==> config.mk <==
export PLATFORM = sky130hd
export DESIGN_NAME = read_return
export DESIGN_NICKNAME = d
export VERILOG_FILES = /design/src/hdl/fsab_pkg.sv /design/src/hdl/read_return.sv
export VERILOG_INCLUDE_DIRS = /design/src /design/src/hdl
export SDC_FILE = /design/constraint.sdc
export NUM_CORES = 1
export LEC_CHECK = 0
export ABC_AREA = 1
export BUFFER_PORTS_ARGS = -buffer_cell sky130_fd_sc_hd__buf_2
export CORE_MARGIN = 2
export CORE_UTILIZATION = 25
export DETAILED_ROUTE_END_ITERATION = 8
export GPL_TIMING_DRIVEN = 0
export PLACE_DENSITY_LB_ADDON = 0.3
export SYNTH_ARGS = -nofsm -noshare
export SYNTH_HDL_FRONTEND = slang
export SYNTH_SLANG_ARGS = --single-unit
==> constraint.sdc <==
create_clock -name clk -period 3.5 [get_ports clk]
set_input_delay 0.35 -clock clk [delete_from_list [all_inputs] [get_ports clk]]
set_output_delay 0.35 -clock clk [all_outputs]
set_load 0.02 [all_outputs]
==> src/hdl/fsab_defs.svh <==
`ifndef FSAB_DEFS_SVH
`define FSAB_DEFS_SVH

// fsab word and its byte mask
`define FSAB_DATA_W 64
`define FSAB_MASK_W 8 // 1 = byte not written

`define FSAB_ADDR_W 32 // byte address
`define FSAB_LEN_W 4 // words per request, 1..8
`define FSAB_DID_W 4 // did and subdid

// flow control
`define FSAB_CREDITS 4 // also request fifo depth
`define IDFIF_DEPTH 16 // credits * 4 beats

// behavioral memory model
`define MEM_ADDR_W 8 // log2 of array depth in beats
`define MEM_INIT_CYCLES 16 // reset to init done
`define MEM_RD_LAT 6 // read cmd to first beat

`endif
==> src/hdl/fsab_pkg.sv <==
`include "fsab_defs.svh"

package fsab_pkg;

	typedef logic mode_t; // 1 = write
	typedef logic [`FSAB_DID_W-1:0] did_t;
	typedef logic [`FSAB_ADDR_W-1:0] addr_t;
	typedef logic [`FSAB_LEN_W-1:0] len_t;
	typedef logic [`FSAB_DATA_W-1:0] word_t;
	typedef logic [`FSAB_MASK_W-1:0] mask_t;
	typedef logic [`FSAB_ADDR_W-5:0] beat_addr_t; // byte addr / 16

	localparam mode_t mode_write = 1'b1;
	localparam mode_t mode_read = 1'b0;

	// header carried on the first beat of a request
	typedef struct packed {
		mode_t mode;
		did_t did;
		did_t subdid;
		addr_t addr;
		len_t len;
	} fsab_req_t;

	// one app-side beat, two fsab words
	typedef struct packed {
		word_t data_hi; // odd word
		mask_t mask_hi;
		word_t data_lo; // even word
		mask_t mask_lo;
	} app_beat_t;

	// the top FSAB_LEN_W bits of addr hold the burst length in beats
	// app_mem only decodes the low MEM_ADDR_W bits so they are free
	typedef struct packed {
		mode_t mode;
		beat_addr_t addr;
	} app_cmd_t;

	typedef struct packed {
		did_t did;
		did_t subdid;
		word_t data;
	} fsab_resp_t;

	// what read_return needs to route a read
	typedef struct packed {
		did_t did;
		did_t subdid;
		len_t len; // words, not beats
	} rd_tag_t;

	typedef enum logic [1:0] {
		seq_idle,
		seq_wr_burst,
		seq_rd_wait
	} seq_state_t;

endpackage

==> src/hdl/read_return.sv <==
`timescale 1ns/1ps
`include "fsab_defs.svh"

module read_return import fsab_pkg::*; (
	input  logic        clk,
	input  logic        rst_b,
	input  logic        tag_push,
	input  rd_tag_t     tag,
	input  logic        rd_valid,
	input  word_t [1:0] rd_beat,
	output logic        resp_valid,
	output fsab_resp_t  resp,
	output logic        rd_done
);

	// beats come in twice as fast as words go out
	localparam int BB_DEPTH = (1 << (`FSAB_LEN_W - 1)) / 2; // longest read in beats
	localparam int BB_AW = $clog2(BB_DEPTH);

	word_t [1:0] bb_mem [BB_DEPTH];
	logic [BB_AW-1:0] bb_wr;
	logic [BB_AW-1:0] bb_rd;
	logic [BB_AW:0] bb_cnt;

	did_t cur_did;
	did_t cur_subdid;
	len_t words_left;
	logic half; // word select within head beat
	logic emit;
	logic last;
	logic pop;

	assign emit = (bb_cnt != '0) && (words_left != '0);
	assign last = (words_left == len_t'(1));
	// odd length drops the pad half with the beat
	assign pop = emit && (half || last);

	always_ff @(posedge clk or negedge rst_b) begin
		if (!rst_b) begin
			bb_wr <= '0;
			bb_rd <= '0;
			bb_cnt <= '0;
			words_left <= '0;
			half <= 1'b0;
			resp_valid <= 1'b0;
			rd_done <= 1'b0;
		end else begin
			if (rd_valid)
				bb_wr <= bb_wr + 1'b1;
			if (pop)
				bb_rd <= bb_rd + 1'b1;
			case ({rd_valid, pop})
				2'b10: bb_cnt <= bb_cnt + 1'b1;
				2'b01: bb_cnt <= bb_cnt - 1'b1;
				default: ;
			endcase

			if (tag_push)
				words_left <= tag.len;
			else if (emit)
				words_left <= words_left - len_t'(1);

			if (pop)
				half <= 1'b0;
			else if (emit)
				half <= 1'b1;

			resp_valid <= emit;
			rd_done <= emit && last; // same cycle as the final word
		end
	end

	always_ff @(posedge clk) begin
		if (rd_valid)
			bb_mem[bb_wr] <= rd_beat;
		if (tag_push) begin
			cur_did <= tag.did;
			cur_subdid <= tag.subdid;
		end
		if (emit) begin
			resp.did <= cur_did;
			resp.subdid <= cur_subdid;
			resp.data <= bb_mem[bb_rd][half];
		end
	end

endmodule

==> summary.md <==
| Metric | Value |
|---|---|
| Cells after Synth | 1880 |
| Synth Warn # | 0 |
| Final hold vios | 0 |
| WL/cell | 18.1 um |
| # rows | 112 |
| Crit path DAT | 3.63 ns |
| Setup bufs post-CTS | 0 |
| Syn nets | 2032 |
| Final min period | 3.11 ns |
| EDFF count, synth | 592 |
| Die H | 311 um |
| Library cells used by synthesis | 20 |
| Most frequent cell after synthesis | edfxtp_1 |
| Area Overhead vs Synth | 28.0% |
| Worst-Margin Slew | 1.26 ns |
| Syn Std Cell Area | 23600 um2 |
| Layout cells sized above 1 | 0.167 |
| Final Cycle Share | 0.888 |
| Syn Area/Cell | 12.5 um2 |
| # DRC | 0 |
| Max incr delay on CP | 0.54 ns |
| Peak VDD IR | 0.312 mV |
| TritonCTS Buffers | 66 |
| Worst min path class | in -> reg |
| Async SR Flop Fraction | 0.0231 |
| Die ar. | 96800 um2 |
| PwrDens | 880 nW/um2 |
| List of most frequent post-synthesis cells | edfxtp_1 (592), nand2_1 (540), nor2_1 (328) |
| TritonCTS clock tree | yes |
| RSZ-0062 raised after global routing | no |
| Setup crit end kind | flop |
| Boundary Pins | 218 |
| First-pass GRT wire length | 96.8 mm |
| Slew Limit Fails | 0 |
| Slowest-stage cell, CP | clkinvlp_4 |
| Initial antenna violation count | 8 |
| Reg clk slew, reported paths | 0.06 ns |
| # clock sinks | 606 |
| DRT Wirelength | 65.7 mm |
| Vias in the first global route | 15400 |
| Area occupied by multi-input gates | 4770 um2 |
| Top cells by area, synth | edfxtp_1 (75%), nand2_1 (8.6%), nor2_1 (5.2%), o21ai_0 (3.8%), o21ai_1 (1.7%) |
| Clock root cell | clkbuf_16 |
| Final nets | 2473 |
| Worst slew margin | 0.162 |
| Largest buffer count on any clock path | 3 |
| Run status | completed |
| Kind of critical path | reg -> reg |
| Setup crit start kind | flop |
| DRT antenna net count | 0 |
| Vias per cell | 4.20 |
| Yosys top cell area share | 0.754 |
| Sequence of cells on the critical path | inv_1, ha_1, nand3_1, nand2_1, clkinvlp_4, buf_12, nand2_1, inv_1, ha_1, inv_1, fa_1, o21ai_0 |
| Gpl congestion | 0.771 |
| IO buf count | 216 |
| Critical Path RT | 4.03 ns |
| F_max | 0.322 GHz |
| Max Cap Viol | 0 |
| Number of fill cells in the layout | 9349 |
| Crit path top cell by count | inv_1 |
| GRT Util Overall | 0.133 |
| Drt first-iter violations | 926 |
| Clk Latency, worst-skew pair | 0.61 ns |
| LEAKAGE | 11.4 nW |
| Leading area contributor after synthesis | edfxtp_1 |
| H-tree Lvls | 3 |
| Final core occ | 0.323 |
| Initial Util | 0.252 |
| DRT Pass-1 Iters | 5 |
| Core area | 93500 um2 |
| Register area | 18100 um2 |
| Final setup viols | 0 |
| Hpwl dp | 43.9 mm |
| Main flop type after synthesis | edfxtp_1 |
| Die X-Extent | 311 um |
| Register area share after synthesis | 0.769 |
| Synthesized flop and latch total | 606 |
| Largest net degree at the start of global routing | 34 |
| Congestion Overflow GR | 0 |
| Setup_tns | 0 ns |
| Clk_skew | 0.0150 ns |
| Vias | 15300 |
| CP Max Fanout | 23 |
==> flip-flops by register name, summed over array words and instances, names as in the netlist <==
register and cells:
rd_done 1, bb_mem 512, cur_subdid 4, bb_cnt 3, bb_rd 2, words_left 4, resp 72, cur_did 4
bb_wr 2, resp_valid 1, half 1
==> power by group <==
part / switching (mW) / internal, mW
logic: 6.43 / 2.65
clock network: 2.81 / 4.23
registers: 0.367 / 10.1
total: 9.61 / 17.0
==> cell families (layout without fill, tap and decap cells) <==
logic type | after synthesis | in the layout | synth area share
flip-flops | 606 | 606 | 0.769
XOR/XNOR | 5 | 5 | 0.00186
AND/OR/NAND/NOR | 877 | 877 | 0.140
AO/OA/AOI/OAI | 262 | 262 | 0.0556
other | 0 | 3 | 0
buffers and inverters | 122 | 613 | 0.0293
adder cells (fa/ha/maj) | 8 | 8 | 0.00456
==> worst paths after layout <==
path	depth (start not counted)	end	slack, ns	startpoint
max	12	bb_cnt[1]	0.39	words_left[0]
min	5	words_left[0]	0.08	tag[0]
max reg2reg	12	bb_cnt[1]	0.39	words_left[0]
min reg2reg	0	resp[69]	0.42	cur_did[1]
max in group asynchronous	2	bb_wr[0]	3.07	rst_b
min in group asynchronous	2	words_left[1]	0.18	rst_b
==> critical path, delay by kind of cell, from the launching register on <==
kind                       cells  cell delay, ns
AOI/OAI and AO/OA              1            0.17
adders and majority gates      3            0.81
buffers and inverters          5            1.20
DFF                            1            0.39
and+or+nand+nor                3            0.44
==> timing repair <==
item	CTS	global route
gates resized for setup	0	0
endpoints found under the setup margin	0	0
hold endpoints to repair	536	0
hold buffers	139	0
==> cell usage in the layout (no fill, tap or decap) <==
master and count:
buf_1 6, buf_12 18, buf_2 248, buf_4 12, buf_6 16, buf_8 2, bufinv_16 7, clkbuf_1 47
clkbuf_16 71, clkbuf_4 1, clkbuf_8 1, clkinv_1 9, clkinv_2 11, clkinvlp_4 7, dfrtp_1 14, diode_2 3
dlygate4sd3_1 139, edfxtp_1 592, fa_1 1, ha_1 7, inv_1 15, inv_4 1, inv_6 2, nand2_1 540
nand3_1 9, nor2_1 328, o21ai_0 180, o21ai_1 82, xnor2_1 1, xor2_1 4
==> layout make-up <==
class                           count  area share
Antenna cell                        3    0.000249
Buffer                            101      0.0202
Clock buffer                       87      0.0612
Clock inverter                     31      0.0110
Inverter                           21     0.00332
Multi-Input combinational cell   1152       0.158
Sequential cell                   606       0.600
Tap cell                         1254      0.0520
Timing Repair Buffer              373      0.0938
==> routing by layer <==
metal,GRT usage,part of all wire,up-vias,routed length [um]
li1,-,-,7376,-
met2,0.230,0.50,382,32600
met5,0,0.00062,-,41
met1,0.168,0.44,7408,28600
met4,0.0425,0.020,6,1310
met3,0.0234,0.048,82,3130
==> metrics by stage <==
step / hold WS (ns) / setup slack, ns / cells / cell area (um2) / power, mW
4_1_cts: 0.0265 / 0.361 / 3625 / 30200 / 27.1
5_1_grt: 0.0765 / 0.141 / 3627 / 30200 / 28.2
2_1_floorplan: 0.0544 / 0.359 / 1880 / 23600 / 16.1
3_5_place_dp: 0.277 / 0.394 / 3368 / 26600 / 19.8
3_3_place_gp: 0.266 / -1.49 / 3350 / 26300 / 19.6
6_report: 0.0817 / 0.392 / 3628 / 30200 / 26.6
Power figures use the tool's default switching activity.
