File: config.mk
export PLATFORM = sky130hd
export DESIGN_NAME = fsab_ingress
export DESIGN_NICKNAME = d
export VERILOG_FILES = /design/src/hdl/fsab_pkg.sv /design/src/hdl/fsab_ingress.sv
export VERILOG_INCLUDE_DIRS = /design/src /design/src/hdl
export SDC_FILE = /design/constraint.sdc
export NUM_CORES = 2
export LEC_CHECK = 0
export BUFFER_PORTS_ARGS = -buffer_cell sky130_fd_sc_hd__buf_2
export CORE_ASPECT_RATIO = 1.1
export CORE_UTILIZATION = 58
export DETAILED_ROUTE_END_ITERATION = 16
export PLACE_DENSITY = 0.81
export SYNTH_ARGS = -nofsm -noshare
export SYNTH_HDL_FRONTEND = slang
export SYNTH_SLANG_ARGS = --single-unit
File: constraint.sdc
create_clock -name clk -period 13.9 [get_ports clk]
set_input_delay 1.39 -clock clk [delete_from_list [all_inputs] [get_ports clk]]
set_output_delay 1.39 -clock clk [all_outputs]
set_load 0.01 [all_outputs]
File: src/hdl/fsab_defs.svh
`ifndef FSAB_DEFS_SVH
`define FSAB_DEFS_SVH

// fsab word and its byte mask
`define FSAB_DATA_W 64
`define FSAB_MASK_W 8 // 1 = byte not written

`define FSAB_ADDR_W 32 // byte address
`define FSAB_LEN_W 4 // words per request, 1..8
`define FSAB_DID_W 4 // did and subdid

// flow control
`define FSAB_CREDITS 4 // also request fifo depth
`define IDFIF_DEPTH 16 // credits * 4 beats

// behavioral memory model
`define MEM_ADDR_W 8 // log2 of array depth in beats
`define MEM_INIT_CYCLES 16 // reset to init done
`define MEM_RD_LAT 6 // read cmd to first beat

`endif
File: src/hdl/fsab_pkg.sv
`include "fsab_defs.svh"

package fsab_pkg;

	typedef logic mode_t; // 1 = write
	typedef logic [`FSAB_DID_W-1:0] did_t;
	typedef logic [`FSAB_ADDR_W-1:0] addr_t;
	typedef logic [`FSAB_LEN_W-1:0] len_t;
	typedef logic [`FSAB_DATA_W-1:0] word_t;
	typedef logic [`FSAB_MASK_W-1:0] mask_t;
	typedef logic [`FSAB_ADDR_W-5:0] beat_addr_t; // byte addr / 16

	localparam mode_t mode_write = 1'b1;
	localparam mode_t mode_read = 1'b0;

	// header carried on the first beat of a request
	typedef struct packed {
		mode_t mode;
		did_t did;
		did_t subdid;
		addr_t addr;
		len_t len;
	} fsab_req_t;

	// one app-side beat, two fsab words
	typedef struct packed {
		word_t data_hi; // odd word
		mask_t mask_hi;
		word_t data_lo; // even word
		mask_t mask_lo;
	} app_beat_t;

	// the top FSAB_LEN_W bits of addr hold the burst length in beats
	// app_mem only decodes the low MEM_ADDR_W bits so they are free
	typedef struct packed {
		mode_t mode;
		beat_addr_t addr;
	} app_cmd_t;

	typedef struct packed {
		did_t did;
		did_t subdid;
		word_t data;
	} fsab_resp_t;

	// what read_return needs to route a read
	typedef struct packed {
		did_t did;
		did_t subdid;
		len_t len; // words, not beats
	} rd_tag_t;

	typedef enum logic [1:0] {
		seq_idle,
		seq_wr_burst,
		seq_rd_wait
	} seq_state_t;

endpackage

File: src/hdl/fsab_ingress.sv
`timescale 1ns/1ps
`include "fsab_defs.svh"

module fsab_ingress import fsab_pkg::*; (
	input  logic      clk,
	input  logic      rst_b,
	input  logic      in_valid,
	input  fsab_req_t in_req,
	input  word_t     in_data,
	input  mask_t     in_mask,
	input  logic      req_pop,
	input  logic      beat_pop,
	output logic      req_avail,
	output fsab_req_t req,
	output app_beat_t beat
);

	localparam int RQ_AW = $clog2(`FSAB_CREDITS);
	localparam int DF_AW = $clog2(`IDFIF_DEPTH);

	len_t rem; // words still owed by the current write
	logic hdr; // first beat of a request
	logic dat; // trailing write word
	logic is_wr;
	logic last; // final word of this request
	logic pair; // odd word completes a beat
	logic push;
	app_beat_t push_beat;

	// even word waiting for its partner
	logic hold_vld;
	word_t hold_data;
	mask_t hold_mask;

	fsab_req_t rq_mem [`FSAB_CREDITS]; // one slot per credit
	logic [RQ_AW-1:0] rq_wr;
	logic [RQ_AW-1:0] rq_rd;

	app_beat_t df_mem [`IDFIF_DEPTH];
	logic [DF_AW-1:0] df_wr;
	logic [DF_AW-1:0] df_rd;

	logic [RQ_AW:0] q_cnt; // requests fully in the data fifo

	assign hdr = in_valid && (rem == '0);
	assign dat = in_valid && (rem != '0);
	assign is_wr = (in_req.mode == mode_write); // only looked at on hdr

	// reads and single-word writes end on their header
	assign last = hdr ? (!is_wr || in_req.len == len_t'(1)) : (rem == len_t'(1));
	assign pair = dat && hold_vld;
	assign push = in_valid && (last || pair);

	always_comb begin
		if (pair) begin
			push_beat.data_hi = in_data;
			push_beat.mask_hi = in_mask;
			push_beat.data_lo = hold_data;
			push_beat.mask_lo = hold_mask;
		end else begin
			// even word ends the request so pad the upper half
			push_beat.data_hi = '0;
			push_beat.mask_hi = '1;
			push_beat.data_lo = in_data;
			push_beat.mask_lo = (hdr && !is_wr) ? '1 : in_mask; // read entry writes nothing
		end
	end

	always_ff @(posedge clk or negedge rst_b) begin
		if (!rst_b) begin
			rem <= '0;
			hold_vld <= 1'b0;
			rq_wr <= '0;
			rq_rd <= '0;
			df_wr <= '0;
			df_rd <= '0;
			q_cnt <= '0;
		end else begin
			if (hdr && is_wr)
				rem <= in_req.len - len_t'(1);
			else if (dat)
				rem <= rem - len_t'(1);

			if (in_valid)
				hold_vld <= !push; // anything not pushed is parked

			if (hdr)
				rq_wr <= rq_wr + 1'b1;
			if (req_pop)
				rq_rd <= rq_rd + 1'b1;
			if (push)
				df_wr <= df_wr + 1'b1;
			if (beat_pop)
				df_rd <= df_rd + 1'b1;

			// visible to the sequencer once all its data is queued
			case ({push && last, req_pop})
				2'b10: q_cnt <= q_cnt + 1'b1;
				2'b01: q_cnt <= q_cnt - 1'b1;
				default: ;
			endcase
		end
	end

	always_ff @(posedge clk) begin
		if (in_valid && !push) begin
			hold_data <= in_data;
			hold_mask <= in_mask;
		end
		if (hdr)
			rq_mem[rq_wr] <= in_req;
		if (push)
			df_mem[df_wr] <= push_beat;
		if (beat_pop)
			beat <= df_mem[df_rd]; // one cycle behind the pop
	end

	assign req = rq_mem[rq_rd]; // head shows while req_avail
	assign req_avail = (q_cnt != '0);

endmodule

==> flow_metrics.env <==
export IMPL_io_buffers=311
export IMPL_vias=51200
export IMPL_synth_edff_count=2700
export IMPL_p_seq_share_pct=44.4
export IMPL_drc_errors=0
export IMPL_nets=4969
export IMPL_drt_pre_antenna_iters=6
export IMPL_fin_area_um2=114000
export IMPL_synth_top_cell_by_area="edfxtp_1"
export IMPL_slowest_delay_ns=1.03
export IMPL_ioPinCount=312
export IMPL_leakage_nw=37.0
export IMPL_r2r_cells=9
export IMPL_synth_seq_area_share_pct=80.4
export IMPL_synth_cells=4398
export IMPL_totalPowerFinal_w=0.0243
export IMPL_finalSetupViolations=0
export IMPL_place_gp_congestion=0.773
export IMPL_cts_buffer_depth=4
export IMPL_final_common_cell="edfxtp_1"
export IMPL_slowest_stage="buf_4"
export IMPL_ys_warn_count=0
export IMPL_post_drt_via_cell_ratio=7.01
export IMPL_max_slew_worst_pin_slew_ns=1.38
export IMPL_p_clk_share_pct=29.8
export IMPL_drt_initial_drc_count=8103
export IMPL_switchingPower_w=0.00738
export IMPL_status="completed"
export IMPL_ir_worst_vdd_mv=0.200
export IMPL_cap_violations=0
export IMPL_coreArea_um2=173000
export IMPL_fin_cells=7306
export IMPL_numClockSinks=2720
export IMPL_finalMaxSlewViolations=0
export IMPL_fillers=9750
export IMPL_worst_ep_required_time_ns=14.42
export IMPL_crit_type="reg -> reg"
export IMPL_crit_path_end_kind="register"
export IMPL_async_flop_share_pct=0.735
export IMPL_synthDistinctLibCells=44
export IMPL_power_internal_w=0.0169
export IMPL_htree_levels=5
export IMPL_initial_core_util_pct=58.6
export IMPL_place_area_um2=106000
export IMPL_synthTopCellsByArea="edfxtp_1, mux4_2, a22oi_1"
export IMPL_synthMuxAreaShare_pct=13.8
export IMPL_numCtsBuffers=275
export IMPL_cts_resized=0
export IMPL_grt_max_degree=162
export IMPL_dp_hpwl_um=124000
export IMPL_synthSimpleGateAreaFrac_pct=2.05
export IMPL_syn_num_nets=4535
export IMPL_tritoncts="done"
export IMPL_core_rowCount=160
export IMPL_pwr_share_comb_pct=25.8
export IMPL_crit_fanout=61
export IMPL_synth_top_family_by_area="multiplexers"
export IMPL_grt_busiest_layer="met2"
export IMPL_cp_arrival_ns=6.41
export IMPL_met3_usage_pct=8.59
export IMPL_antenna_found_initial=28
export IMPL_die_h_um=441
export IMPL_cts_root_buf="clkbuf_16"
export IMPL_regArea_um2=81600
export IMPL_grt_usage_pct=30.5
export IMPL_dieArea_um2=177000
export IMPL_dpl_cell_count=6823
export IMPL_clock_latency_ns=0.94
export IMPL_synth_compound_gate_area_share_pct=2.31
export IMPL_synthXorXnorAreaFrac_pct=0.121
export IMPL_synth_top_cell_area_share_pct=80.0
export IMPL_r2r_start="rem[0]"
export IMPL_ys_ff_latch=2720
export IMPL_tns_ns=0
export IMPL_overflow=0
export IMPL_cp_common_cell="buf_4"
export IMPL_use_met2_pct=47.7
export IMPL_wl_per_cell_um=36.7
export IMPL_cp_start_kind="register"
export IMPL_yosys_most_used_dff="edfxtp_1"
export IMPL_hold_violations=0
export IMPL_r2r_setup_slack_ns=8.01
export IMPL_synthAdderAreaFrac_pct=0.192
export IMPL_clock_skew_ns=0.0584
export IMPL_drt_total_wl_um=268000
export IMPL_hold_ws_ns=0.469
export IMPL_avgSynthCellArea_um2=23.1
export IMPL_worstPathCellList="inv_1 > ha_1 > or3b_1 > and3_4 > buf_4 > o211ai_4 > nor2b_4 > buf_4 > buf_4"
export IMPL_post_cts_setup_buffers=0
export IMPL_syn_area_um2=101000
export IMPL_area_growth_pct=12.6
export IMPL_ant_nets=0
export IMPL_slew_headroom_pct=8.20
export IMPL_powerDensity_nw_per_um2=213
export IMPL_grt_pass1_vias=52600
export IMPL_rsz0062_at_grt="no"
export IMPL_hold_class="in -> async"
export IMPL_fmaxAchievable_mhz=170
export IMPL_grt_first_pass_wirelength_um=380000
export IMPL_drive_gt1_share_pct=28.1
export IMPL_gr_usage_met1_pct=39.8
export IMPL_finalCritPeriodShare_pct=42.4
export IMPL_postCtsHoldBufs=0
export IMPL_p_sw_share_pct=30.4
export IMPL_layout_common_cells="edfxtp_1, mux4_2, nand2_1"
export IMPL_worstReg2RegEnd="df_mem[11][62]"
export IMPL_multiInputGateArea_um2=18900
export IMPL_dieWidth_um=401
export IMPL_fin_crit_ns=5.89
export IMPL_clk_pin_slew_ns=0.06
## how the worst max path moves through the flow
stage               slack [ns]  depth (start not counted)         endpoint      start
global route              7.90                          9  df_mem[11][113]     rem[0]
global placement          7.55                          7  df_mem[11][134]   in_valid
detailed placement        7.45                          7  df_mem[11][134]   in_valid
CTS                       8.08                          9  df_mem[11][107]     rem[0]
floorplan                 1.15                          6     df_mem[3][0]  in_req[1]
finish                    8.01                          9   df_mem[11][62]     rem[0]
## sequential cells by signal, summed over array words and instances, names as in the netlist, 3 cells and up
name / cells
rq_mem: 180
hold_mask: 8
hold_data: 64
beat: 144
q_cnt: 3
df_wr: 4
rem: 4
df_rd: 4
df_mem: 2304
## per-stage QoR
stage	worst slack [ns]	util [%]
floorplan	1.15	-
global placement	7.55	61.0
detailed placement	7.45	61.0
CTS	8.08	65.9
global route	7.90	65.9
finish	8.01	66.0
## worst max-delay path, delay by kind of cell, from the launching register on
family | cells | cell delay, ns
buffers and inverters | 4 | 2.56
AO/OA/AOI/OAI | 1 | 0.22
AND/OR/NAND/NOR | 3 | 1.85
flip-flops | 1 | 0.41
adder cells (fa/ha/maj) | 1 | 0.25
## power by group through the flow
| stage | Clock (W) | Combinational (W) | Sequential (W) |
|---|---|---|---|
| after global placement | 0 | 0.00585 | 0.0109 |
| final | 0.00724 | 0.00626 | 0.0108 |
| after CTS | 0.00726 | 0.00621 | 0.0108 |
| after detailed placement | 0 | 0.00599 | 0.0109 |
| after global routing | 0.00755 | 0.00651 | 0.0108 |
| after floorplan | 0 | 0.00399 | 0.0108 |
## Yosys cell counts, drive strengths merged, types with 2 or more instances
master  count
edfxtp   2700
mux4      621
nand2     329
a22oi     260
buf       123
clkbuf    105
and2       67
o22ai      28
nor2       23
and3       20
dfrtp      20
ha         14
nand2b     12
inv         9
xnor2       9
nor2b       8
o22a        8
a21oi       5
nor3        5
xor2        5
mux2        4
o21a        3
o21ai       3
nand3       2
nor3b       2
o211ai      2
or2         2
## logic make-up (layout without fill, tap and decap cells)
group                      Yosys count  count (layout)
muxes                              625             625
xor gates and xnor gates            14              14
DFF                               2720            2720
AOI/OAI and AO/OA                  314             314
other                                0              13
buffers and inverters              237             864
and+or+nand+nor                    473             473
adders and majority gates           15              15
## per-layer routing
layer / routed length [um] / part of all wire, %
met5: 142 / 0.053
met4: 14300 / 5.3
met3: 36900 / 14
met2: 128000 / 48
met1: 88900 / 33
## cell type report
| cell class | count | share of cell area, % |
|---|---|---|
| clock buffer | 342 | 6.49 |
| inverter | 9 | 0.0296 |
| sequential | 2720 | 71.4 |
| multi-input combinational | 1441 | 16.6 |
| tap | 2268 | 2.48 |
| clock inverter | 128 | 0.995 |
| timing repair buffer | 385 | 1.98 |
| antenna | 13 | 0.0285 |
Power figures use the tool's default switching activity.
