## src/hdl/fsab_defs.svh

```systemverilog
`ifndef FSAB_DEFS_SVH
`define FSAB_DEFS_SVH

// fsab word and its byte mask
`define FSAB_DATA_W 64
`define FSAB_MASK_W 8 // 1 = byte not written

`define FSAB_ADDR_W 32 // byte address
`define FSAB_LEN_W 4 // words per request, 1..8
`define FSAB_DID_W 4 // did and subdid

// flow control
`define FSAB_CREDITS 4 // also request fifo depth
`define IDFIF_DEPTH 16 // credits * 4 beats

// behavioral memory model
`define MEM_ADDR_W 8 // log2 of array depth in beats
`define MEM_INIT_CYCLES 16 // reset to init done
`define MEM_RD_LAT 6 // read cmd to first beat

`endif
```

## src/hdl/fsab_pkg.sv

```systemverilog
`include "fsab_defs.svh"

package fsab_pkg;

	typedef logic mode_t; // 1 = write
	typedef logic [`FSAB_DID_W-1:0] did_t;
	typedef logic [`FSAB_ADDR_W-1:0] addr_t;
	typedef logic [`FSAB_LEN_W-1:0] len_t;
	typedef logic [`FSAB_DATA_W-1:0] word_t;
	typedef logic [`FSAB_MASK_W-1:0] mask_t;
	typedef logic [`FSAB_ADDR_W-5:0] beat_addr_t; // byte addr / 16

	localparam mode_t mode_write = 1'b1;
	localparam mode_t mode_read = 1'b0;

	// header carried on the first beat of a request
	typedef struct packed {
		mode_t mode;
		did_t did;
		did_t subdid;
		addr_t addr;
		len_t len;
	} fsab_req_t;

	// one app-side beat, two fsab words
	typedef struct packed {
		word_t data_hi; // odd word
		mask_t mask_hi;
		word_t data_lo; // even word
		mask_t mask_lo;
	} app_beat_t;

	// the top FSAB_LEN_W bits of addr hold the burst length in beats
	// app_mem only decodes the low MEM_ADDR_W bits so they are free
	typedef struct packed {
		mode_t mode;
		beat_addr_t addr;
	} app_cmd_t;

	typedef struct packed {
		did_t did;
		did_t subdid;
		word_t data;
	} fsab_resp_t;

	// what read_return needs to route a read
	typedef struct packed {
		did_t did;
		did_t subdid;
		len_t len; // words, not beats
	} rd_tag_t;

	typedef enum logic [1:0] {
		seq_idle,
		seq_wr_burst,
		seq_rd_wait
	} seq_state_t;

endpackage

```

## src/hdl/mem_sequencer.sv

```systemverilog
`timescale 1ns/1ps
`include "fsab_defs.svh"

module mem_sequencer import fsab_pkg::*; (
	input  logic      clk,
	input  logic      rst_b,
	input  logic      req_avail,
	input  fsab_req_t req,
	input  app_beat_t beat, // data fifo head, one cycle after beat_pop
	input  logic      init_done,
	input  logic      af_afull,
	input  logic      rd_done,
	output logic      req_pop,
	output logic      beat_pop,
	output logic      cmd_wr,
	output app_cmd_t  cmd,
	output logic      wdf_wr,
	output app_beat_t wbeat,
	output logic      tag_push,
	output rd_tag_t   tag,
	output logic      credit
);

	seq_state_t state;
	len_t beats_left; // write beats incl. the one on wdf_wr now
	len_t nbeats;
	logic start;

	assign nbeats = (req.len + len_t'(1)) >> 1; // ceil(len/2)

	// one request in flight at a time
	assign start = (state == seq_idle) && req_avail && init_done && !af_afull;

	assign req_pop = start;
	// header and first entry leave together, then the rest of the burst
	assign beat_pop = start || (state == seq_wr_burst && beats_left != len_t'(1));

	// a read pops its pad entry too but it is never written
	assign wdf_wr = (state == seq_wr_burst);
	assign wbeat = beat;

	always_ff @(posedge clk or negedge rst_b) begin
		if (!rst_b) begin
			state <= seq_idle;
			beats_left <= '0;
			cmd_wr <= 1'b0;
			tag_push <= 1'b0;
			credit <= 1'b0;
		end else begin
			cmd_wr <= start; // cmd goes out the cycle after the pop
			tag_push <= start && (req.mode == mode_read);
			credit <= 1'b0;
			case (state)
				seq_idle: begin
					if (start) begin
						beats_left <= nbeats;
						state <= (req.mode == mode_write) ? seq_wr_burst : seq_rd_wait;
					end
				end
				seq_wr_burst: begin
					beats_left <= beats_left - len_t'(1);
					if (beats_left == len_t'(1)) begin
						state <= seq_idle;
						credit <= 1'b1; // last beat is out
					end
				end
				seq_rd_wait: begin
					if (rd_done) begin
						state <= seq_idle;
						credit <= 1'b1; // last word is out
					end
				end
				default: state <= seq_idle;
			endcase
		end
	end

	always_ff @(posedge clk) begin
		if (start) begin
			cmd.mode <= req.mode;
			// beat count rides in the spare top bits
			cmd.addr <= {nbeats, req.addr[`FSAB_ADDR_W-`FSAB_LEN_W-1:4]};
			tag.did <= req.did;
			tag.subdid <= req.subdid;
			tag.len <= req.len;
		end
	end

endmodule

```

## config.mk

```make
export PLATFORM = sky130hd
export DESIGN_NAME = mem_sequencer
export DESIGN_NICKNAME = d
export VERILOG_FILES = /design/src/hdl/fsab_pkg.sv /design/src/hdl/mem_sequencer.sv
export VERILOG_INCLUDE_DIRS = /design/src /design/src/hdl
export SDC_FILE = /design/constraint.sdc
export NUM_CORES = 1
export LEC_CHECK = 0
export BUFFER_PORTS_ARGS = -buffer_cell sky130_fd_sc_hd__buf_2
export CAP_MARGIN = 20
export CORE_AREA = 2 2 151 153
export DETAILED_ROUTE_END_ITERATION = 7
export DIE_AREA = 0 0 153 155
export PLACE_DENSITY_LB_ADDON = 0.05
export SLEW_MARGIN = 20
export SYNTH_ARGS = -nofsm -noshare
export SYNTH_HDL_FRONTEND = slang
export SYNTH_SLANG_ARGS = --single-unit
```

## constraint.sdc

```tcl
create_clock -name clk -period 5.35 [get_ports clk]
set_input_delay 0.2675 -clock clk [delete_from_list [all_inputs] [get_ports clk]]
set_output_delay 0.2675 -clock clk [all_outputs]
set_load 0.01 [all_outputs]
```

==> results of run 1 <==
-- power by group through the flow --
stage / combinational, mW / clock (mW) / sequential [mW]
global placement: 0.232 / 0 / 0.494
detailed placement: 0.229 / 0 / 0.493
global route: 0.254 / 0.410 / 0.491
finish: 0.223 / 0.370 / 0.484
floorplan: 0.243 / 0 / 0.496
CTS: 0.232 / 0.397 / 0.485
-- metal layers --
metal | vias up | wire (um)
met3 | 32 | 2750
li1 | 569 | -
met4 | 2 | 418
met2 | 209 | 5570
met1 | 628 | 2890
met5 | - | 59
-- worst register-to-register path: cells and delay by family (launching register included) --
family	cells	cell delay, ps
flip-flops	1	420
adder cells (fa/ha/maj)	1	380
multiplexers	1	390
buffers and inverters	2	650
AND/OR/NAND/NOR	1	270
AO/OA/AOI/OAI	2	190
-- stage by stage --
| step | hold slack [ps] | utilization (%) | total power, mW | instances |
|---|---|---|---|---|
| 2_1_floorplan | -28.1 | - | 0.739 | 245 |
| 3_3_place_gp | 165 | 11.6 | 0.726 | 471 |
| 3_5_place_dp | 166 | 11.6 | 0.722 | 471 |
| 4_1_cts | 126 | 12.4 | 1.11 | 480 |
| 5_1_grt | 123 | 12.4 | 1.16 | 480 |
| 6_report | 145 | 12.4 | 1.08 | 480 |
-- cells by family after synthesis --
kind of cell             share of synthesized area (%)
other                                            0.130
buffers and inverters                             39.1
AO/OA/AOI/OAI                                     4.42
flip-flops                                        49.4
AND/OR/NAND/NOR                                   3.03
XOR/XNOR                                         0.607
multiplexers                                     0.737
adder cells (fa/ha/maj)                           2.60
-- synth_stat cells (all sizes together) --
master,instances
mux2,1
a32o,1
dfrtp,9
o22ai,2
o32a,1
inv,7
o2bb2a,1
xor2,1
ha,6
o31a,1
nor2,2
o21ai,2
a31oi,2
edfxtp,40
buf,146
nor4,1
mux2i,1
a21oi,3
a22o,1
o211ai,1
nand2,6
xnor2,1
o32ai,1
or3b,1
nand4b,1
nand3,2
o311a,1
clkbuf,1
nor2b,1
conb,1
-- area by class of cell --
type / instances / share of cell area [%]
Multi-Input combinational cell: 42 / 12.1
Clock buffer: 6 / 4.67
Inverter: 7 / 1.04
Sequential cell: 49 / 51.7
Clock inverter: 2 / 1.23
Timing Repair Buffer: 89 / 16.3
Tap cell: 285 / 12.9
-- registers in the layout, summed over array words and instances, names as in the netlist --
name	flops
cmd_wr	1
cmd	28
beats_left	4
tag_push	1
credit	1
tag	12
state	2
-- path summary, 6_finish.rpt --
path	from	end	slack, ps	depth (start not counted)
min	req[28]	cmd[20]	140	1
max reg2reg	state[0]	beats_left[1]	2930	7
max	state[0]	req_pop	2780	5
min in group asynchronous	rst_b	beats_left[2]	390	2
min reg2reg	state[1]	state[1]	580	2
max in group asynchronous	rst_b	credit	4750	2
-- timing repair --
item,CTS,global route
buffers inserted,0,0
hold buffers,1,0
endpoints found under the setup margin,0,0
endpoints found under the hold margin,9,0
resized for setup,0,0
==> metrics.txt, run 1 <==
initial antenna violation count 0; Final Slew Violations 0; wire length per cell 24.4 um; global route hottest layer met2; Routed WL 11700 um; critical path class register to output port; status completed; DR pass1 iterations 4; cts bufs inserted 5; commonest non-fill, non-tap cell in the layout buf_2; Avg Cell Area, Syn between 10 and 15 um^2; Cell Area, Synth ~2900 um^2; slowest CP cell inv_4; htree depth 2; Vias 1440; vias per cell 3.00; Ys Warns 0; Fin. Hold Viols 0; Yosys reg bits roughly 50; Logic pwr share roughly a fifth; post-route ant nets 0; post-synth top area share 41.6%; Hold Crit Class primary input to register; Rel. slew slack between 50% and 60%; grt ovf 0; Reg clk slew, reported paths around 70 ps; fraction of layout cells with a size suffix above 1 51.3%; die span in y 155 um; All-Layer GR Usage 9.35%; sequential-to-total area share from yosys stat 49.4%; met3 GRT Util 10.6%; Switching Share approximately 29%; Yosys cell types 31; Worst Path Arrival 2300 ps; LEAKAGE 1.08 nW; final clock skew approximately 3.6 ps; CP startpoint kind register; vias in the first global route 1508; DP Area 2580 um^2; DRC violations left 0; Reg power frac ~45%; Final setup viols 0; clock group share of total power 34.4%; Largest delay share family, worst path buffers and inverters; cell-internal power between 700 and 800 uW; register area between 1000 and 1500 um^2; Power Density between 300 and 400 nW/um^2; Final Cycle Share 48.0%; worst slew pin tran roughly 670 ps; syn_nets 446; CTS tree done; antenna cells 0; Max FO, Critical Path 47; global routing usage on met1 a little under 7%; Fin Setup TNS 0 ps; Final GP Congestion around 0.73; Max-Cap Viols 0; CTS Buffer Depth 2; Crit path largest cell delay between 500 and 600 ps; crit-path cells inv_1, ha_1, nand4b_4, inv_4, buf_2; # nets final 395; final worst slack 2780 ps; core area between 20000 and 25000 um^2; clock sink total 49; Synth Instances approximately 250; RSZ-0062 raised after global routing no; WP buf/inv 3; dpl hpwl 9760 um; clock root buffer clkbuf_16; Sw Pwr 307 uW; area leader, netlist edfxtp_1; Worst-Skew Late Latency 300 ps; row cnt 55; largest net degree at the start of global routing 48; fill count 2541; Final min period between 2000 and 3000 ps; die area 23700 um^2; Setup crit end kind output port; VDD IR max roughly 0.10 mV; Max Fclk 389 MHz; routing usage on met2 between 15 and 20%; Place WS 2810 ps; Initial Utilization 13.0%; drt initial violations 89; most frequent cells in the layout buf_2 (88), edfxtp_1 (40), dfrtp_1 (9); Area growth syn-to-layout -4.51%; synth top area cells edfxtp_1 (42%), buf_4 (38%), dfrtp_1 (7.8%); design area 2760 um^2; die width 153 um; first-pass GRT wire length 14800 um; Critical Path RT 5080 ps; Buffers on Ports 88; area of the multi-input gates 333 um^2; number of primary I/O pins 386
Power figures use the tool's default switching activity.
==> run 2: changes to the inputs <==
CORE_AREA = 2 2 152 154   (was 2 2 151 153)
DIE_AREA = 0 0 154 156   (was 0 0 153 155)
clock period = 2.4 ns   (was 5.35 ns; I/O delays follow)
==> metrics.txt, run 2 (synthesis gave the netlist of run 1 again) <==
status completed; Initial Utilization 12.9%; cts bufs inserted 5; clock sink total 49; Crit path largest cell delay about 420 ps; Vias 1507; die span in y 156 um; number of primary I/O pins 386; vias per cell 2.91; Setup crit end kind output port; drt initial violations 86; Max Fclk 506 MHz; crit-path cells inv_1, ha_1, nand4b_4, inv_4, buf_4, buf_2; DRC violations left 0; Routed WL 8220 um; Worst Path Arrival 1860 ps; Max FO, Critical Path 12; fill count about 2500; Hold Crit Class primary input to register; All-Layer GR Usage 6.68%; die width 154 um; Largest delay share family, worst path buffers and inverters; register area 1430 um^2; DR pass1 iterations 4; Top Registers cmd: 28 flops, tag: 12 flops, beats_left: 4 flops; Fin Setup TNS 0 ps; LEAKAGE 1.23 nW; slowest CP cell dfrtp_1; post-route ant nets 0; max FFs per register 28; core area 22400 um^2; Area growth syn-to-layout 7.15%; most frequent cells in the layout buf_2 (88), edfxtp_1 (40), dlygate4sd3_1 (34); cts repair resizes 0; row cnt 55; Final setup viols 0; VDD IR max 0.213 mV; RSZ-0062 raised after global routing no; clock root buffer clkbuf_16; Worst-Skew Late Latency ~300 ps; first-pass GRT wire length 11200 um; Final min period 1980 ps; Fin. Hold Viols 0; Reg clk slew, reported paths 70 ps; htree depth 2; fraction of layout cells with a size suffix above 1 44.4%; worst hold slack 31.6 ps; Final Slew Violations 0; largest reg by FF count cmd; CTS Buffer Depth 2; CTS tree done; wire length per cell 15.9 um; final clock skew 6.81 ps; initial antenna violation count 1; Critical Path RT between 2000 and 2500 ps; vias in the first global route 1558; grt ovf 0; WP buf/inv 4; cts hold-fix bufs 34; largest net degree at the start of global routing 19; commonest non-fill, non-tap cell in the layout buf_2; # nets final 432; CP startpoint kind register; Final Cycle Share 82.3%; # Post-CTS Setup Buffers 0; Buffers on Ports 88; critical path class register to output port; area of the multi-input gates 333 um^2; Final GP Congestion 0.607; Max-Cap Viols 0; Power Density 759 nW/um^2; dpl hpwl 6530 um; die area 24000 um^2
## run 2: cell count changes in the layout (fill, tap and decap cells not counted), sizes merged
cell         change
clkinv           -1
diode            +1
clkbuf           +2
bufinv           -1
dlygate4sd3     +33
buf              +4
## run 2: per-layer routing
metal / up-vias / GRT usage [%] / wire [um]
met5: - / 0 / 0
met4: 0 / 3.96 / 308
met3: 32 / 4.47 / 1130
met2: 155 / 11.4 / 4210
met1: 680 / 5.85 / 2570
li1: 640 / - / -
## run 2: stage by stage
step                power, mW  area [um^2]  utilization, %  cells  setup slack (ps)
global route             2.52         3090            13.8    517               291
CTS                      2.43         3090            13.8    517               367
floorplan                1.65         2890               -    245               454
global placement         1.64         2620            11.7    475               564
finish                   2.35         3090            13.8    518               424
detailed placement       1.62         2620            11.7    475               595
## run 2: path summary, 6_finish.rpt
kind,from,end,slack [ps],depth (start not counted)
min in group asynchronous,rst_b,beats_left[1],210,2
max in group asynchronous,rst_b,cmd_wr,1970,2
max reg2reg,state[0],beats_left[1],600,7
max,state[0],req_pop,420,6
min,req[44],tag_push,30,2
min reg2reg,state[0],state[0],580,2
## run 2: layout make-up
class | count | area share, %
repair buffers | 126 | 26.2
multi-input cells | 42 | 10.8
clock buffers | 8 | 4.41
inverters | 7 | 0.930
diodes | 1 | 0.0809
well taps | 285 | 11.5
flip-flops and latches | 49 | 46.1
## run 2: worst register-to-register path: stages (launching register included)
cell      delay (ps)
dfrtp_1          420
inv_1            100
ha_1             220
nand4b_4         250
inv_4            160
mux2_1           330
o22ai_1          140
a31oi_1           50
## run 2: power by group
group	switching (mW)	total, mW	internal, mW
Clock	0.336	0.726	0.390
Sequential	0.0587	1.08	1.02
Combinational	0.292	0.548	0.256
==> run 3: changes to the inputs <==
ABC_AREA = 1   (was not set)
CORE_AREA = 2 2 148 150   (was 2 2 152 154)
DIE_AREA = 0 0 150 152   (was 0 0 154 156)
clock period = 2 ns   (was 2.4 ns; I/O delays follow)
==> metrics.txt, run 3 <==
status completed; max FFs per register 28; number of primary I/O pins 386; Max Fclk between 500 and 600 MHz; clock group share of total power roughly a third; largest reg by FF count cmd; Initial Utilization a little over an eighth; Yosys cell types 22; Fin. Hold Viols 0; post-synth top area share 41.2%; first-pass GRT wire length between 10000 and 15000 um; Switching Share 29.3%; commonest non-fill, non-tap cell in the layout buf_2; largest net degree at the start of global routing 43; clock root buffer clkbuf_16; most used flip-flop cell after synthesis edfxtp_1; Max-Cap Viols 0; Fin Setup TNS 0 ps; final clock skew ~4.7 ps; syn_nets between 400 and 500; Area growth syn-to-layout 7.90%; top cells by count, synth buf_4 (145), edfxtp_1 (40), nand2_1 (23), inv_1 (13), dfrtp_1 (9); # Post-CTS Setup Buffers 0; grt ovf 0; Power Density between 900 and 1000 nW/um^2; post-route ant nets 0; Critical Path RT 1900 ps; Setup crit end kind output port; synth top area cells edfxtp_1 (41%), buf_4 (37%), dfrtp_1 (7.7%); vias in the first global route 1648; cell-internal power approximately 2.1 mW; row cnt 54; die span in y 152 um; crit-path cells inv_1, ha_1, nand4_4, clkinvlp_4, buf_12, buf_2; area leader, netlist edfxtp_1; die width roughly 150 um; critical path class register to output port; Ys Warns 0; DP Area ~2600 um^2; Reg power frac 43.5%; Sw Pwr a little under 900 uW; Final min period 1860 ps; most frequent cells in the layout buf_2 (88), edfxtp_1 (40), dlygate4sd3_1 (33); Final setup viols 0; CTS Buffer Depth 2; htree depth 2; Reg clk slew, reported paths 70 ps; Vias 1581; Routed WL 7970 um; drt initial violations between 40 and 50; initial antenna violation count 0; wire length per cell 15.0 um; cts repair resizes 0; # nets final 451; Buffers on Ports 88; core area 21400 um^2; asr flop ratio synth between 10% and 20%; VDD IR max 0.297 mV; Max FO, Critical Path 42; design area ~3100 um^2; Synth Instances 265; Hold Crit Class primary input to register; clock sink total 49; Top Registers cmd: 28 flops, tag: 12 flops, beats_left: 4 flops; vias per cell between 2 and 3; DRC violations left 0; DR pass1 iterations 3; fill count 2448; fraction of layout cells with a size suffix above 1 41.4%; Cell Area, Synth 2920 um^2; Final Slew Violations 0; die area 22800 um^2; CTS tree done; RSZ-0062 raised after global routing no; sequential-to-total area share from yosys stat 48.9%; Avg Cell Area, Syn roughly 11 um^2; Final Cycle Share 93.2%; dpl hpwl 6190 um; LEAKAGE 1.29 nW; slowest CP cell dfrtp_1; All-Layer GR Usage 6.73%; cts bufs inserted 5; Logic pwr share 22.7%; Yosys reg bits roughly 50; Crit path largest cell delay around 410 ps; Worst Path Arrival 1760 ps; antenna cells 0; Post-synth EDFFs 40; Final GP Congestion 0.637; CP startpoint kind register; Worst-Skew Late Latency around 300 ps; count leader, synth buf_4
run 3: cell type report:
class	count	area (um^2)	share of cell area (%)
sequential	49	1430	45.3
timing repair buffer	123	798	25.4
multi-input combinational	58	352	11.2
tap	280	350	11.1
clock buffer	5	125	3.98
inverter	13	52.6	1.67
clock inverter	3	41.3	1.31
run 3: logic make-up after synthesis:
family / count (synthesis) / share of synthesized area (%)
xor gates and xnor gates: 1 / 0.300
buffers and inverters: 158 / 39.0
DFF: 49 / 48.9
AOI/OAI and AO/OA: 4 / 0.901
and+or+nand+nor: 46 / 8.15
adders and majority gates: 6 / 2.58
other: 1 / 0.129
run 3: metrics by stage:
stage	worst slack (ps)	power, mW	instances	hold WS, ps	util (%)
final	136	2.96	531	11.0	14.7
after floorplan	156	1.99	265	-196	-
after global routing	10.9	3.17	531	13.0	14.7
after global placement	374	1.97	490	9.63	12.4
after detailed placement	388	1.95	490	-4.63	12.4
after CTS	77.0	3.06	531	6.77	14.7
run 3: worst paths after layout:
path                       slack [ps]  cells after the start      from       endpoint
min reg2reg                       510                      2  state[0]       state[0]
min in group asynchronous         190                      2     rst_b         credit
max                               140                      6  state[1]        req_pop
max reg2reg                       410                      5  state[1]         tag[7]
min                                10                      2   req[44]       tag_push
max in group asynchronous        1590                      2     rst_b  beats_left[1]
run 3: power groups by stage:
| stage | logic [mW] | clock network (mW) | registers (mW) |
|---|---|---|---|
| 5_1_grt | 0.776 | 1.09 | 1.30 |
| 6_report | 0.673 | 1.00 | 1.29 |
| 2_1_floorplan | 0.667 | 0 | 1.32 |
| 3_5_place_dp | 0.646 | 0 | 1.31 |
| 4_1_cts | 0.699 | 1.07 | 1.29 |
| 3_3_place_gp | 0.663 | 0 | 1.31 |
run 3: what timing repair did:
item	CTS	global route
endpoints found under the setup margin	0	0
hold endpoints to repair	41	0
hold buffers	33	0
run 3: worst max-delay path: cells and delay by family (launching register included):
family / cells / cell delay (ps)
simple gates: 1 / 140
fa+ha+maj: 1 / 270
buf+inv: 4 / 630
flops: 1 / 410
run 3: metal layers:
| metal | global-route usage [%] | vias up | wire length (um) |
|---|---|---|---|
| met5 | 1.52 | - | 45 |
| met4 | 3.77 | 2 | 273 |
| met3 | 5.17 | 34 | 1250 |
| met2 | 10.8 | 163 | 3730 |
| met1 | 5.93 | 709 | 2670 |
| li1 | - | 673 | - |
